## src/rtl/dcache_config.svh

```systemverilog
/*
 * data cache geometry
 * sizes of the address fields, words, ways and sets
 */
`ifndef DCACHE_CONFIG_SVH
`define DCACHE_CONFIG_SVH

`define DC_ADDR_W      32
`define DC_DATA_W      32
`define DC_LINE_WORDS  4
`define DC_WAYS        4
`define DC_SETS        16

// address split into tag | index | byte offset
`define DC_OFFSET_W    4
`define DC_INDEX_W     4
`define DC_TAG_W       24

`endif

```

## src/rtl/dcache_pkg.sv

```systemverilog
/*
 * data cache types
 * address fields, CPU and memory port structs, state encodings
 */
`include "dcache_config.svh"

package dcache_pkg;

    typedef logic [`DC_TAG_W-1:0]                        tag_t;
    typedef logic [`DC_INDEX_W-1:0]                      index_t;
    typedef logic [`DC_OFFSET_W-1:0]                     offset_t;
    typedef logic [`DC_WAYS-1:0]                         way_vec_t;
    typedef logic [$clog2(`DC_WAYS)-1:0]                 way_id_t;
    typedef logic [`DC_LINE_WORDS-1:0][`DC_DATA_W-1:0]   line_t;

    typedef enum logic [2:0] {LD_B, LD_BU, LD_H, LD_HU, LD_W} load_type_e;
    typedef enum logic {OP_LOAD, OP_STORE} mem_op_e;

    typedef enum logic [2:0] {
        LOOKUP, MISS_DIRTY, WRITEBACK, MISS_CLEAN, REFILL, REFILL_DONE
    } miss_state_e;

    typedef struct packed {
        logic                   valid;
        mem_op_e                op;
        logic [`DC_ADDR_W-1:0]  addr;
        logic [3:0]             wstrb;
        logic [`DC_DATA_W-1:0]  wdata;
        load_type_e             load_type;
    } cpu_req_t;

    typedef struct packed {
        logic valid;
        tag_t tag;
    } tagv_t;

    typedef struct packed {
        logic                   rd_req;
        logic [`DC_ADDR_W-1:0]  rd_addr;
        logic                   wr_req;
        logic [`DC_ADDR_W-1:0]  wr_addr;
        line_t                  wr_line;
    } mem_req_t;

    typedef struct packed {
        logic  rd_rdy;
        logic  wr_rdy;
        logic  ret_valid;
        line_t ret_line;
        logic  wr_done;
    } mem_rsp_t;

    function automatic tag_t addr_tag(input logic [`DC_ADDR_W-1:0] addr);
        return addr[`DC_ADDR_W-1 -: `DC_TAG_W];
    endfunction

    function automatic index_t addr_index(input logic [`DC_ADDR_W-1:0] addr);
        return addr[`DC_OFFSET_W +: `DC_INDEX_W];
    endfunction

    function automatic offset_t addr_offset(input logic [`DC_ADDR_W-1:0] addr);
        return addr[`DC_OFFSET_W-1:0];
    endfunction

endpackage

```

## src/rtl/miss_ctrl.sv

```systemverilog
/*
 * miss controller
 * writes back a dirty victim, then refills the line in one beat
 */
`timescale 1ns/1ps
`include "dcache_config.svh"

module miss_ctrl (
    input  logic                  clk,
    input  logic                  rst_n,
    input  logic                  miss,
    input  dcache_pkg::tag_t      miss_tag,
    input  dcache_pkg::index_t    miss_index,
    input  dcache_pkg::way_id_t   victim,
    input  dcache_pkg::tagv_t     victim_tagv,
    input  logic                  victim_dirty,
    input  dcache_pkg::line_t     victim_line,
    output dcache_pkg::mem_req_t  mem_req,
    input  dcache_pkg::mem_rsp_t  mem_rsp,
    output dcache_pkg::way_vec_t  refill_we,
    output dcache_pkg::tagv_t     refill_tagv,
    output dcache_pkg::line_t     refill_line,
    output logic                  refill_done
);
    import dcache_pkg::*;

    miss_state_e state;
    miss_state_e state_next;

    always_ff @(posedge clk or negedge rst_n) begin
        if (!rst_n)
            state <= LOOKUP;
        else
            state <= state_next;
    end

    always_comb begin
        state_next = state;
        case (state)
            LOOKUP: begin
                if (miss)
                    state_next = victim_dirty ? MISS_DIRTY : MISS_CLEAN;
            end
            MISS_DIRTY: begin
                if (mem_rsp.wr_rdy)
                    state_next = WRITEBACK;
            end
            WRITEBACK: begin
                if (mem_rsp.wr_done)
                    state_next = MISS_CLEAN;
            end
            MISS_CLEAN: begin
                if (mem_rsp.rd_rdy)
                    state_next = REFILL;
            end
            REFILL: begin
                if (mem_rsp.ret_valid)
                    state_next = REFILL_DONE;
            end
            default: state_next = LOOKUP;   // REFILL_DONE
        endcase
    end

    always_comb begin
        mem_req.rd_req  = (state == MISS_CLEAN);
        mem_req.rd_addr = {miss_tag, miss_index, {`DC_OFFSET_W{1'b0}}};
        mem_req.wr_req  = (state == MISS_DIRTY);
        mem_req.wr_addr = {victim_tagv.tag, miss_index, {`DC_OFFSET_W{1'b0}}};
        mem_req.wr_line = victim_line;
    end

    // returned line goes straight into the victim way
    assign refill_we   = (state == REFILL && mem_rsp.ret_valid) ? way_vec_t'(1) << victim : '0;
    assign refill_tagv = '{valid: 1'b1, tag: miss_tag};
    assign refill_line = mem_rsp.ret_line;
    assign refill_done = (state == REFILL_DONE);

    a_one_req: assert property (@(posedge clk) disable iff (!rst_n)
        !(mem_req.rd_req && mem_req.wr_req))
        else $error("read and write request together");

    // dirty bit on an invalid line would write back garbage
    a_dirty_valid: assert property (@(posedge clk) disable iff (!rst_n)
        (state == LOOKUP && miss && victim_dirty) |-> victim_tagv.valid)
        else $error("dirty victim is not valid");

endmodule

```

## config.mk

```make
export PLATFORM = sky130hd
export DESIGN_NAME = miss_ctrl
export DESIGN_NICKNAME = d
export VERILOG_FILES = /design/src/rtl/dcache_pkg.sv /design/src/rtl/miss_ctrl.sv
export VERILOG_INCLUDE_DIRS = /design/src /design/src/rtl
export SDC_FILE = /design/constraint.sdc
export NUM_CORES = 1
export LEC_CHECK = 0
export BUFFER_PORTS_ARGS = -buffer_cell sky130_fd_sc_hd__buf_2
export CORE_AREA = 2 2 263 265
export CTS_CLUSTER_SIZE = 24
export DETAILED_ROUTE_END_ITERATION = 10
export DIE_AREA = 0 0 265 267
export PLACE_DENSITY = 0.3
export RECOVER_POWER = 25
export SYNTH_ARGS = -nofsm -noshare
export SYNTH_HDL_FRONTEND = slang
export SYNTH_SLANG_ARGS = --single-unit
```

## constraint.sdc

```tcl
create_clock -name clk -period 2.4 [get_ports clk]
set_input_delay 0.12 -clock clk [delete_from_list [all_inputs] [get_ports clk]]
set_output_delay 0.12 -clock clk [all_outputs]
set_load 0.02 [all_outputs]
```

# [Yosys cells after proc, flatten, opt, wreduce, memory -nomap -nowiden]
# Index checks and enable logic that the tools add are counted.
[classes] n_reduce_logical=3 n_eq_ne=10 n_shift=1 n_mux=8
[ops] op="$mux 3" count=5
[ops] op="$pmux 3 s5" count=1
[ops] op="$eq 3x2->1 const B" count=2
[ops] op="$eq 3x3->1 const B" count=2
[ops] op="$ne 2x2->1 const B" count=3
[ops] op="$reduce_and 5->1" count=1
[ops] op="$mux 4" count=1
[ops] op="$ne 2x1->1 const B" count=2
[ops] op="$shl 1x2->4 const A" count=1
[ops] op="$eq 3x1->1 const B" count=1
[ops] op="$logic_not 3->1" count=1
[ops] op="$mux 2" count=1
[ops] op="$logic_and 1x1->1" count=1
[word_totals] out_inout_bits=352 regBits=3 elab_cells=23

# [Longest topological paths before layout]
[logic_depth] depth_word=3 mapped_depth=4 mapped_depth_nobuf=3

# [Worst setup path after synthesis]
# No wires, ideal clock.
[synth_timing] kind="flip-flop to output port" start="register state[1]" end="output port refill_we[0]" path_stages_with_launch=4 slack_ns=1.277 arrival_ns=1.003 required_time_ns=2.280 cell_sequence="dfrtp_1 -> buf_6 -> nor4_1 -> and2_1"
[synth_between] elab_chain_len=3
[synth_lines] item="start, declared" line_no="miss_ctrl.sv:27" rtl="miss_state_e state;"
[synth_lines] item="start signal, assigned" line_no="miss_ctrl.sv:34" rtl="state <= state_next;"
[synth_lines] item="$eq 3x3->1" line_no="miss_ctrl.sv:73" rtl="assign refill_we = (state == REFILL && mem_rsp.ret_valid) ? way_vec_t'(1) << victim : '0;"
[synth_lines] item="$logic_and 1x1->1" line_no="miss_ctrl.sv:73"
[synth_lines] item="$mux 4" line_no="miss_ctrl.sv:73"
[synth_lines] item="end, declared" line_no="miss_ctrl.sv:20" rtl="output dcache_pkg::way_vec_t refill_we,"
# Every way passes these cells.

# [Final worst setup path]
[layout_timing] start="register state[2]" end="output port refill_we[2]"
# The elaborated chain is that of the path after synthesis.

==> flow_metrics.tcl <==
set metrics [dict create \
    status "complete, no violations" \
    grt_first_pass_wirelength_um 14700 \
    ys_types 20 \
    num_rows 96 \
    finalSetupViolations 0 \
    post-cts-setup-buffers 0 \
    viasPerCell 0.948 \
    r2r_slack_ns 1.27 \
    routed_wirelength_um 13400 \
    r2r_start "state[1]" \
    post-place-cells 936 \
    p_per_area_mw_per_mm2 391 \
    fin_crit_ns 1.66 \
    p_leak_nw 0.247 \
    finalMaxSlewViolations 0 \
    syn2layout_area_growth_pct -46.1 \
    cts_resized 0 \
    hp-class "in2reg" \
    ant_nets 0 \
    synth.area.top_cells "buf_4, dfrtp_1, buf_6, nand2b_1, nor2_1" \
    clockRootBuffer "clkbuf_16" \
    place_congestion 0.553 \
    hold_viol 0 \
    n_antenna_cell 0 \
    synth-warning-count 0 \
    grt_antenna_before_repair 0 \
    ir_drop_uv 282 \
    track_usage_pct 3.43 \
    instances_no_fill 941 \
    synthCells 378 \
    hold_buffers 1 \
    clock_latency_ns 0.23 \
    grt_max_degree 10 \
    synth_area_mm2 0.00285 \
    post-route-period-util_pct 69.3 \
    final_common_cell "buf_2" \
    cts_num_sinks 3 \
    wl_per_cell_um 14.2 \
    initial_utilization_pct 4.19 \
    postPlaceCellArea_mm2 0.00145 \
    hold_start "victim_dirty" \
    io_pins 671 \
    top_regs "state (3)" \
    cp_slowest_cell "dfrtp_1" \
    synth-seq-area-share_pct 2.64 \
    syn_avg_cell_area_um2 7.53 \
    crit_chain "nand2_1 > nor4_1 > and2_1 > buf_2" \
    grt_pass1_vias 1067 \
    synth_top_area_share_pct 90.9 \
    yosys.area.top_type "buf_4" \
    cp.required_ns 2.28 \
    clock_skew_ns 0.00120 \
    total_power_mw 0.600 \
    dieArea_mm2 0.0708 \
    endpoint_kind "output port" \
    numCtsBuffers 3 \
    drt_iter0_drc 19 \
    htreeDepth 1 \
    largest_register_ffs 3 \
    final.setup.tns_ns 0 \
    fin_area_mm2 0.00153 \
    drive_above_1_share_pct 35.6 \
    fin_util_pct 2.26 \
    crit_fanout 9 \
    clockBufferDepth 2 \
    clk_pin_slew_ns 0.03 \
    drc 0 \
    dp.final_hpwl_um 11600 \
    drv_cap 0 \
    most-common-layout-cells "buf_2, conb_1, nor2_1" \
    fin_nets 379 \
    rsz0062_at_grt "no" \
    die_width_um 265 \
    port_buffers 16 \
    startpoint_type "flop" \
    first_pass_iters 4 \
    cts_tree "done" \
    core_region_area_mm2 0.0680 \
    regMostFlops "state" \
    vias 892 \
    synth-seq-cells 3 \
    fmax_mhz 601 \
    max_stage_delay_ns 0.48 \
    crit_arrival_ns 1.54 \
    die_h_um 267 \
    grt.overflow.total 0 \
    critPathKind "reg2out" \
    startpoint "state[2]" \
]
-- Yosys cell counts --
cell and instances:
nand4_1 1, o22ai_1 1, nand2b_1 3, nor3b_1 1, o31a_1 1, nor2_1 5, o21ai_0 1, and3_1 1
nor4_1 1, nand2_1 3, inv_1 2, mux2_4 1, o21ai_2 1, buf_6 2, buf_4 345, a221oi_1 1
and2_1 2, conb_1 2, a21oi_1 1, dfrtp_1 3
-- cell families after synthesis --
logic type,Yosys count,synth area share (%)
buffers and inverters,349,92.0
and+or+nand+nor,17,3.08
AOI/OAI and AO/OA,6,1.49
DFF,3,2.64
other,2,0.264
muxes,1,0.527
-- through the flow --
step | hold WS [ns] | worst slack [ns]
6_report | 0.202 | 0.737
2_1_floorplan | -0.176 | 1.28
4_1_cts | 0.206 | 0.663
3_5_place_dp | -0.0801 | 0.907
5_1_grt | 0.240 | 0.602
3_3_place_gp | -0.0824 | 0.902
-- power breakdown --
part	leakage (nW)	total, mW	internal (mW)	switching (mW)
clock network	0.0382	0.275	0.220	0.0549
registers	0.0364	0.132	0.0764	0.0559
logic	0.173	0.193	0.0815	0.111
-- per-layer routing --
metal | global-route usage, % | vias to the layer above | wire length (um)
met5 | 0 | - | 0
li1 | - | 153 | -
met2 | 4.69 | 316 | 5110
met4 | 7.60 | 0 | 3160
met1 | 0.634 | 217 | 977
met3 | 4.35 | 206 | 4130
-- critical path, delay by kind of cell, from the launching register on --
kind / cells / cell delay [ns]
flip-flops: 1 / 0.48
AND/OR/NAND/NOR: 3 / 0.64
buffers and inverters: 1 / 0.18
-- layout make-up --
cell class	instances	area (um^2)
inverters	2	7.51
clock buffers	4	78.8
repair buffers	17	90.1
well taps	882	1100
flip-flops and latches	3	75.1
multi-input cells	33	179
fillers	8168	66500
-- final timing paths --
path                                     end  depth (start not counted)
max in group asynchronous           state[0]                          2
worst min-delay path                state[1]                          3
min in group asynchronous           state[2]                          2
worst max register to register      state[0]                          3
worst max-delay path            refill_we[2]                          4
worst min register to register      state[1]                          1
Note: power is estimated with default switching activity, not from simulation.
