File: src/rtl/dcache_config.svh
/*
 * data cache geometry
 * sizes of the address fields, words, ways and sets
 */
`ifndef DCACHE_CONFIG_SVH
`define DCACHE_CONFIG_SVH

`define DC_ADDR_W      32
`define DC_DATA_W      32
`define DC_LINE_WORDS  4
`define DC_WAYS        4
`define DC_SETS        16

// address split into tag | index | byte offset
`define DC_OFFSET_W    4
`define DC_INDEX_W     4
`define DC_TAG_W       24

`endif

File: src/rtl/dcache_pkg.sv
/*
 * data cache types
 * address fields, CPU and memory port structs, state encodings
 */
`include "dcache_config.svh"

package dcache_pkg;

    typedef logic [`DC_TAG_W-1:0]                        tag_t;
    typedef logic [`DC_INDEX_W-1:0]                      index_t;
    typedef logic [`DC_OFFSET_W-1:0]                     offset_t;
    typedef logic [`DC_WAYS-1:0]                         way_vec_t;
    typedef logic [$clog2(`DC_WAYS)-1:0]                 way_id_t;
    typedef logic [`DC_LINE_WORDS-1:0][`DC_DATA_W-1:0]   line_t;

    typedef enum logic [2:0] {LD_B, LD_BU, LD_H, LD_HU, LD_W} load_type_e;
    typedef enum logic {OP_LOAD, OP_STORE} mem_op_e;

    typedef enum logic [2:0] {
        LOOKUP, MISS_DIRTY, WRITEBACK, MISS_CLEAN, REFILL, REFILL_DONE
    } miss_state_e;

    typedef struct packed {
        logic                   valid;
        mem_op_e                op;
        logic [`DC_ADDR_W-1:0]  addr;
        logic [3:0]             wstrb;
        logic [`DC_DATA_W-1:0]  wdata;
        load_type_e             load_type;
    } cpu_req_t;

    typedef struct packed {
        logic valid;
        tag_t tag;
    } tagv_t;

    typedef struct packed {
        logic                   rd_req;
        logic [`DC_ADDR_W-1:0]  rd_addr;
        logic                   wr_req;
        logic [`DC_ADDR_W-1:0]  wr_addr;
        line_t                  wr_line;
    } mem_req_t;

    typedef struct packed {
        logic  rd_rdy;
        logic  wr_rdy;
        logic  ret_valid;
        line_t ret_line;
        logic  wr_done;
    } mem_rsp_t;

    function automatic tag_t addr_tag(input logic [`DC_ADDR_W-1:0] addr);
        return addr[`DC_ADDR_W-1 -: `DC_TAG_W];
    endfunction

    function automatic index_t addr_index(input logic [`DC_ADDR_W-1:0] addr);
        return addr[`DC_OFFSET_W +: `DC_INDEX_W];
    endfunction

    function automatic offset_t addr_offset(input logic [`DC_ADDR_W-1:0] addr);
        return addr[`DC_OFFSET_W-1:0];
    endfunction

endpackage

File: src/rtl/plru_tree.sv
/*
 * tree pseudo-LRU, three bits per set
 * root picks the pair, the leaf bit picks the way within it
 */
`timescale 1ns/1ps
`include "dcache_config.svh"

module plru_tree (
    input  logic                 clk,
    input  logic                 rst_n,
    input  dcache_pkg::index_t   index,
    input  dcache_pkg::way_vec_t access,
    input  logic                 update,
    output dcache_pkg::way_id_t  victim
);
    import dcache_pkg::*;

    logic [`DC_SETS-1:0][2:0] tree;
    logic [2:0]               cur;
    logic                     acc_hi;   // accessed way is 2 or 3
    logic                     acc_lo;   // accessed way is odd

    assign cur    = tree[index];
    assign acc_hi = access[2] | access[3];
    assign acc_lo = access[1] | access[3];

    // bit 0 set means the victim sits in the upper pair
    assign victim = cur[0] ? {1'b1, cur[2]} : {1'b0, cur[1]};

    always_ff @(posedge clk or negedge rst_n) begin
        if (!rst_n) begin
            tree <= '0;
        end else if (update) begin
            tree[index][0] <= ~acc_hi;   // point away from the accessed pair
            if (acc_hi)
                tree[index][2] <= ~acc_lo;
            else
                tree[index][1] <= ~acc_lo;
        end
    end

endmodule

File: config.mk
export PLATFORM = sky130hd
export DESIGN_NAME = plru_tree
export DESIGN_NICKNAME = d
export VERILOG_FILES = /design/src/rtl/dcache_pkg.sv /design/src/rtl/plru_tree.sv
export VERILOG_INCLUDE_DIRS = /design/src /design/src/rtl
export SDC_FILE = /design/constraint.sdc
export NUM_CORES = 1
export LEC_CHECK = 0
export BUFFER_PORTS_ARGS = -buffer_cell sky130_fd_sc_hd__buf_2
export CAP_MARGIN = 20
export CORE_MARGIN = 2
export CORE_UTILIZATION = 58
export CTS_CLUSTER_DIAMETER = 50
export DETAILED_ROUTE_END_ITERATION = 6
export GPL_TIMING_DRIVEN = 1
export PLACE_DENSITY_LB_ADDON = 0.08
export SYNTH_ARGS = -nofsm -noshare
export SYNTH_HDL_FRONTEND = slang
export SYNTH_SLANG_ARGS = --single-unit
export TNS_END_PERCENT = 30
File: constraint.sdc
create_clock -name clk -period 5.09 [get_ports clk]
set_input_delay 1.018 -clock clk [delete_from_list [all_inputs] [get_ports clk]]
set_output_delay 1.018 -clock clk [all_outputs]
set_load 0.005 [all_outputs]
### After elaboration in Yosys (flattened, before gate mapping)

Cells that the tools add are included.

* order comparisons: 2
* multiplexer cells: 13
* bitwise logic cells: 4
* reduce and logical (&&, ||, !) cells: 1

Operators with widths (count)
* 48-bit bitwise mux: 3
* 48-bit 2-to-1 mux: 1
* 3-bit demux with 4-bit select: 3
* 3-bit binary-select mux with 4-bit select: 1
* 3-bit 2-to-1 mux: 2
* 4-bit by 5-bit < comparator with 1-bit output, second input constant: 1
* 4-bit by 1-bit greater-or-equal comparator with 1-bit output, second input constant: 1
* 2-bit 2-to-1 mux: 2
* 1-bit inverter: 2
* 1-bit bitwise OR: 2
* 1-bit logical AND: 1
* 1-bit 2-to-1 mux: 1

* register bits: 48
* bits of input ports: 11
* output and inout bits: 2
* logic and storage cells: 36

### Depth between registers and ports, before layout

Gate-level depths: netlist of run 1.

* depth in word-level cells: 7
* gate-level depth with buffers: 5
* depth with buffers taken out: 4

### Worst setup path after synthesis of run 1

Ideal clock, no wire load.

* path type: input port to output port
* from: input port index[0]
* to: output port victim[0]
* data arrival time: 2212 ps
* slack: 1860 ps
* stages on the path: 5
* buffers on the path: 1
* cells stage by stage: buf_6 mux4_2 a22oi_2 nand2_2 mux2_4

* cells in the longest elaborated chain, start to end: 3

RTL lines
* from (decl): line plru_tree.sv:11 `input dcache_pkg::index_t index,`
* 3-bit binary-select mux with 4-bit select: line plru_tree.sv:23 `assign cur = tree[index];`
* 3-bit 2-to-1 mux (not written as such): line plru_tree.sv:23
* 2-bit 2-to-1 mux: line plru_tree.sv:28 `assign victim = cur[0] ? {1'b1, cur[2]} : {1'b0, cur[1]};`
* to (decl): line plru_tree.sv:14 `output dcache_pkg::way_id_t victim`

No other way between the ends. The select of a mux whose other input is x is not followed.

### Final worst setup path of run 1

Same ends and word-level chain as after synthesis.

==> impl_metrics.csv, run 1 <==
group,metric,value,unit
route,detail_route.wl_per_cell,19.75,µm
route,final_antenna_net_count,0,
setup_path,worst_setup_path_end_kind,"output port",
clock_tree,clk_latency,0.30,ns
pwr,total_power,0.0008202,W
job,cap_violations,0,
synth,synth_warnings,0,
cells_and_area,reg_top3,"tree x48",
synth,ys_seq_elements,48,
status,status,"complete, no violations",
synth,ys_seq_area_frac,0.4926,
setup_path,crit_required,4.07,ns
timing,min_period_over_period,0.7625,
route,drc,0,
cells_and_area,mostFrequentLayoutCells,"dfrtp_1, o21ai_0, nand2_1",
setup_path,critical_path_arrival,2.86,ns
clock_tree,cts_hold_buffers,0,
timing,drv_slew,0,
route,vias_per_cell,6.632,
timing,finalHoldViolCount,0,
setup_path,critPathLaunchType,"input port",
pwr,leakage,1.190,nW
clock_tree,ctsLongestPathBuffers,2,
timing,fmax,257.7,MHz
timing,setup-tns-final,0,ns
floorplanning,core_area,4029,µm²
pwr,ir_drop,0.2159,mV
placed_design,port_buffers,11,
route,first_iter_violations,274,
timing,rsz0062_at_grt,"false",
timing,period_minus_slack,3.881,ns
cells_and_area,largest_register,"tree",
cells_and_area,drive_gt1_frac,0.2055,
timing,holdWs,0.4894,ns
clock_tree,cts_max_level,2,
clock_tree,postCtsSetupBuffers,0,
clock_tree,root_buffer,"clkbuf_8",
grt,grt_remaining_overflow,0,
floorplanning,fp.dieW,68.84,µm
synth,synth.avg_cell_area,11.50,µm²
placed_design,place_ws,1.222,ns
cells_and_area,final_nets,229,
cells_and_area,area_growth,7.080,%
grt,gr-usage-all-layers,0.2595,
route,drtPass1Iterations,4,
route,vias,1784,
floorplanning,die_area,4739,µm²
pwr,pwr_density_cell,314.1,nW/µm²
floorplanning,die_h,68.84,µm
timing,setup_ws,1.209,ns
route,wl,5313,µm
synth,synth_cell_type_count,32,
grt,grt_pass1_wl,8811,µm
synth,synthCells,212,
cells_and_area,final_common_cell,"dfrtp_1",
grt,grt_pass1_vias,1745,
timing,relSlewSlack,0.3050,
timing,fin_skew,0,ns
clock_tree,clkTransAtPathRegs,0.08,ns
synth,synthesis.nets,223,
floorplanning,initial_utilization,0.6053,
timing,setup_viol_count_final,0,
clock_tree,cts_resized,0,
placed_design,globalplace.congestion,0.8391,
timing,tightest_slew,1.033,ns
synth,mappedNetlistArea,2439,µm²
clock_tree,cts_sinks,48,
clock_tree,tritoncts,"done",
setup_path,path_max_fanout,21,
grt,grt_max_degree,49,
cells_and_area,finish.utilization,0.6481,
setup_path,path_class,"in -> out",
placed_design,dp_hpwl,3515,µm
floorplanning,ios,13,
cells_and_area,largest_reg_flops,48,
cells_and_area,num_antenna_cells,0,
grt,grt_antenna_before_repair,0,
hold_path,worstHoldPathType,"reg -> reg",
clock_tree,numCtsBuffers,5,
floorplanning,rows,23,
per-stage QoR:
stage	instance area [µm²]	instances
floorplan	2439	212
global placement	2496	259
detailed placement	2496	259
CTS	2586	267
global route	2611	269
finish	2611	269
worst max-delay path, stage by stage:
cell,delay (ns)
buf_2,0.41
mux4_1,0.63
a22oi_1,0.26
nand2_2,0.10
mux2_4,0.30
buf_2,0.13
kinds of logic after synthesis:
logic type / synth area share
buffers and inverters: 0.03848
AO/OA/AOI/OAI: 0.1385
multiplexers: 0.2052
flip-flops: 0.4926
AND/OR/NAND/NOR: 0.1252
power breakdown:
| group | total, W | switching (W) | internal (W) |
|---|---|---|---|
| Clock | 0.000229 | 0.000118 | 0.000111 |
| Sequential | 0.000455 | 0.0000263 | 0.000429 |
| Combinational | 0.000136 | 0.0000724 | 0.0000633 |
layout make-up:
class                   count  area, µm²
repair buffers             14      87.58
well taps                  50      62.56
clock buffers               8      90.09
fillers                   308       1418
multi-input cells         142       1144
flip-flops and latches     48       1201
inverters                   7      26.28
synthesized netlist by cell type (all sizes together):
| cell type | instances | area [µm²] |
|---|---|---|
| dfrtp | 48 | 1201 |
| o21ai | 27 | 135.1 |
| nand2 | 22 | 87.58 |
| mux2 | 16 | 183.9 |
| mux4 | 12 | 296.5 |
| clkbuf | 10 | 37.54 |
| o31ai | 9 | 67.56 |
| o41ai | 8 | 70.07 |
| inv | 7 | 26.28 |
| nor2 | 7 | 26.28 |
| a22oi | 6 | 50.05 |
| nor4 | 6 | 37.54 |
| buf | 5 | 30.02 |
| nand2b | 5 | 31.28 |
| nand3 | 4 | 20.02 |
| nor2b | 4 | 25.02 |
| nand4 | 3 | 18.77 |
| nor3 | 3 | 15.01 |
| a21o | 2 | 15.01 |
| mux2i | 2 | 20.02 |
| and2 | 1 | 6.260 |
| and4 | 1 | 8.760 |
| nor4b | 1 | 8.760 |
| or2 | 1 | 6.260 |
| or3 | 1 | 6.260 |
| or4 | 1 | 7.510 |
final timing paths:
check / depth (start not counted) / from / endpoint / slack, ns
hold / removal: 2 / tree[3] / tree[3] / 0.49
setup reg to reg: 1 / tree[19] / tree[19] / 4.31
max in group asynchronous: 2 / rst_n / tree[20] / 4.11
min in group asynchronous: 1 / rst_n / tree[34] / 0.53
setup / recovery: 6 / index[0] / victim[0] / 1.21
hold reg to reg: 2 / tree[3] / tree[3] / 0.49
per-layer routing:
metal  wire [µm]  global-route usage  part of all wire
met1        2309              0.3598              0.43
met2        2663              0.4171              0.50
met3         275             0.04870             0.052
met4          65             0.08088             0.012
met5           0                   0                 0
No activity file was read; power rests on OpenSTA's default activity.
==> inputs of run 2 (changes only) <==
ABC_AREA = 1   (was default)
clock period = 3.6 ns   (was 5.09 ns; I/O delays follow)
==> run 2 against run 1 <==
Against the previous run:
- non-clock buffer count did not move
- clock power rose by 44%
- area after synthesis rose by 8.0%
- sequential cell count did not move
- register-to-register slack got worse by 1.5 ns
- critical path depth rose by 7
- sequential power rose by 51%
==> impl_metrics.csv, run 2 <==
group,metric,value,unit
synth,ys_seq_elements,48,
timing,holdWs,0.3494,ns
timing,period_minus_slack,2.926,ns
cells_and_area,area_growth,6.128,%
floorplanning,die_area,5096,µm²
timing,min_period_over_period,0.8128,
route,vias,2163,
route,final_antenna_net_count,0,
timing,setup-tns-final,0,ns
route,detail_route.wl_per_cell,13.94,µm
hold_path,worstHoldPathType,"in -> async",
timing,fmax,341.7,MHz
synth,yosys.area_share.adder,0,
job,cap_violations,0,
synth,synthesis.nets,359,
timing,fin_skew,0,ns
clock_tree,numCtsBuffers,5,
synth,synth.avg_cell_area,7.568,µm²
cells_and_area,largest_reg_flops,48,
setup_path,critical_path_arrival,2.21,ns
synth,async_reset_ff_frac,1.000,
timing,rsz0062_at_grt,"false",
floorplanning,initial_utilization,0.6049,
cells_and_area,fillers,408,
synth,muxShareOfSynthArea,0.01283,
synth,synth.area.top_cells,"dfrtp_1, nand2_1, nor2_4",
pwr,total_power,0.001276,W
synth,synth_warnings,0,
setup_path,worst_setup_path_end_kind,"output port",
floorplanning,die_h,71.39,µm
synth,synth-simple-area-share,0.3430,
synth,ys_seq_area_frac,0.4561,
floorplanning,ios,13,
setup_path,crit_required,2.88,ns
timing,finalHoldViolCount,0,
synth,yosys-top-cells-count,"nand2_1, dfrtp_1, a21oi_1, a31oi_1, inv_1",
timing,setup_viol_count_final,0,
timing,relSlewSlack,0.3543,
setup_path,path_class,"in -> out",
pwr,ir_drop,0.2848,mV
placed_design,port_buffers,11,
floorplanning,core_area,4354,µm²
floorplanning,rows,24,
setup_path,path_max_fanout,25,
status,status,"complete, no violations",
clock_tree,cts_max_level,2,
synth,synth_most_common_cell,"nand2_1",
setup_path,critPathLaunchType,"input port",
clock_tree,clk_latency,0.30,ns
cells_and_area,num_antenna_cells,0,
route,wl,5686,µm
grt,gr-usage-all-layers,0.2528,
synth,synth_edf_count,0,
clock_tree,postCtsSetupBuffers,0,
placed_design,dp_hpwl,3966,µm
setup_path,reg2reg_to,"tree[35]",
grt,grt_antenna_before_repair,0,
clock_tree,ctsLongestPathBuffers,2,
cells_and_area,drive_gt1_frac,0.1517,
cells_and_area,mostFrequentLayoutCells,"nand2_1, dfrtp_1, a21oi_1",
route,drtPass1Iterations,4,
synth,synth_top_family_by_area,"simple AND/OR/NAND/NOR gates",
route,drc,0,
timing,tightest_slew,0.9676,ns
pwr,pwr_density_cell,456.5,nW/µm²
cells_and_area,final_common_cell,"nand2_1",
setup_path,r2r_slack,2.78,ns
clock_tree,root_buffer,"clkbuf_8",
grt,grt_pass1_vias,2151,
clock_tree,cts_sinks,48,
cells_and_area,reg_top3,"tree x48",
synth,synth_xor_area_frac,0,
synth,mappedNetlistArea,2634,µm²
grt,grt_remaining_overflow,0,
route,first_iter_violations,166,
clock_tree,cts_hold_buffers,0,
clock_tree,tritoncts,"done",
synth,synth_compound_area_frac,0.1325,
setup_path,reg2reg_depth,1,
synth,ys.flop_type,"dfrtp_1",
timing,drv_slew,0,
cells_and_area,final_nets,366,
floorplanning,fp.dieW,71.39,µm
placed_design,globalplace.congestion,0.8208,
cells_and_area,largest_register,"tree",
synth,synthCells,348,
grt,grt_pass1_wl,9970,µm
clock_tree,clkTransAtPathRegs,0.08,ns
synth,yosys.area.top_type,"dfrtp_1",
grt,grt_max_degree,49,
setup_path,r2r-start,"tree[35]",
clock_tree,cts_resized,0,
synth,synth_cell_type_count,22,
synth,synth_top_area_share,0.4561,
pwr,leakage,1.410,nW
route,vias_per_cell,5.301,
run 2: cells by family (layout without fill, tap and decap cells):
family	after synthesis	after routing
AO/OA/AOI/OAI	61	61
flip-flops	48	48
AND/OR/NAND/NOR	206	206
multiplexers	3	3
buffers and inverters	30	38
run 2: stage by stage:
step / instances / instance area, µm² / utilization / setup slack, ns
floorplan: 348 / 2634 / - / 1.259
global placement: 399 / 2683 / 0.6161 / 0.7139
detailed placement: 399 / 2683 / 0.6161 / 0.7023
CTS: 407 / 2775 / 0.6374 / 0.6985
global route: 408 / 2795 / 0.6420 / 0.4119
finish: 408 / 2795 / 0.6420 / 0.6738
run 2: metal layers:
| layer | vias to the layer above | GRT usage | wire, µm |
|---|---|---|---|
| met5 | - | 0 | 0 |
| met4 | 0 | 0.1006 | 56 |
| met3 | 6 | 0.04360 | 285 |
| met2 | 49 | 0.3940 | 2624 |
| met1 | 985 | 0.3536 | 2720 |
| li1 | 1123 | - | - |
run 2: how the worst max path moves through the flow:
| stage | start | endpoint | slack, ns |
|---|---|---|---|
| after floorplan | index[0] | victim[0] | 1.26 |
| after global placement | index[0] | victim[0] | 0.71 |
| after detailed placement | index[0] | victim[0] | 0.70 |
| after CTS | index[0] | victim[0] | 0.70 |
| after global routing | index[0] | victim[0] | 0.41 |
| final | index[0] | victim[0] | 0.67 |
run 2: area by class of cell:
class / count / area, µm² / share of cell area
Clock inverter: 2 / 10.01 / 0.003581
Timing Repair Buffer: 14 / 90.09 / 0.03223
Clock buffer: 6 / 82.58 / 0.02954
Tap cell: 52 / 65.06 / 0.02328
Inverter: 16 / 60.06 / 0.02149
Multi-Input combinational cell: 270 / 1286 / 0.4602
Sequential cell: 48 / 1201 / 0.4297
run 2: critical path: stages:
cell	delay, ns
buf_2	0.23
inv_2	0.42
nand2_1	0.10
nand2_1	0.08
nand2_1	0.05
nand2_1	0.07
nand2_1	0.06
nand2_1	0.10
inv_1	0.04
nand2_1	0.08
nand2_1	0.06
nand2_1	0.07
buf_2	0.11
run 2: power breakdown:
part,total (W),switching (W),internal (W)
clock network,0.000329,0.000175,0.000153
registers,0.000685,0.0000506,0.000634
logic,0.000263,0.000160,0.000103
total,0.00128,0.000385,0.000891
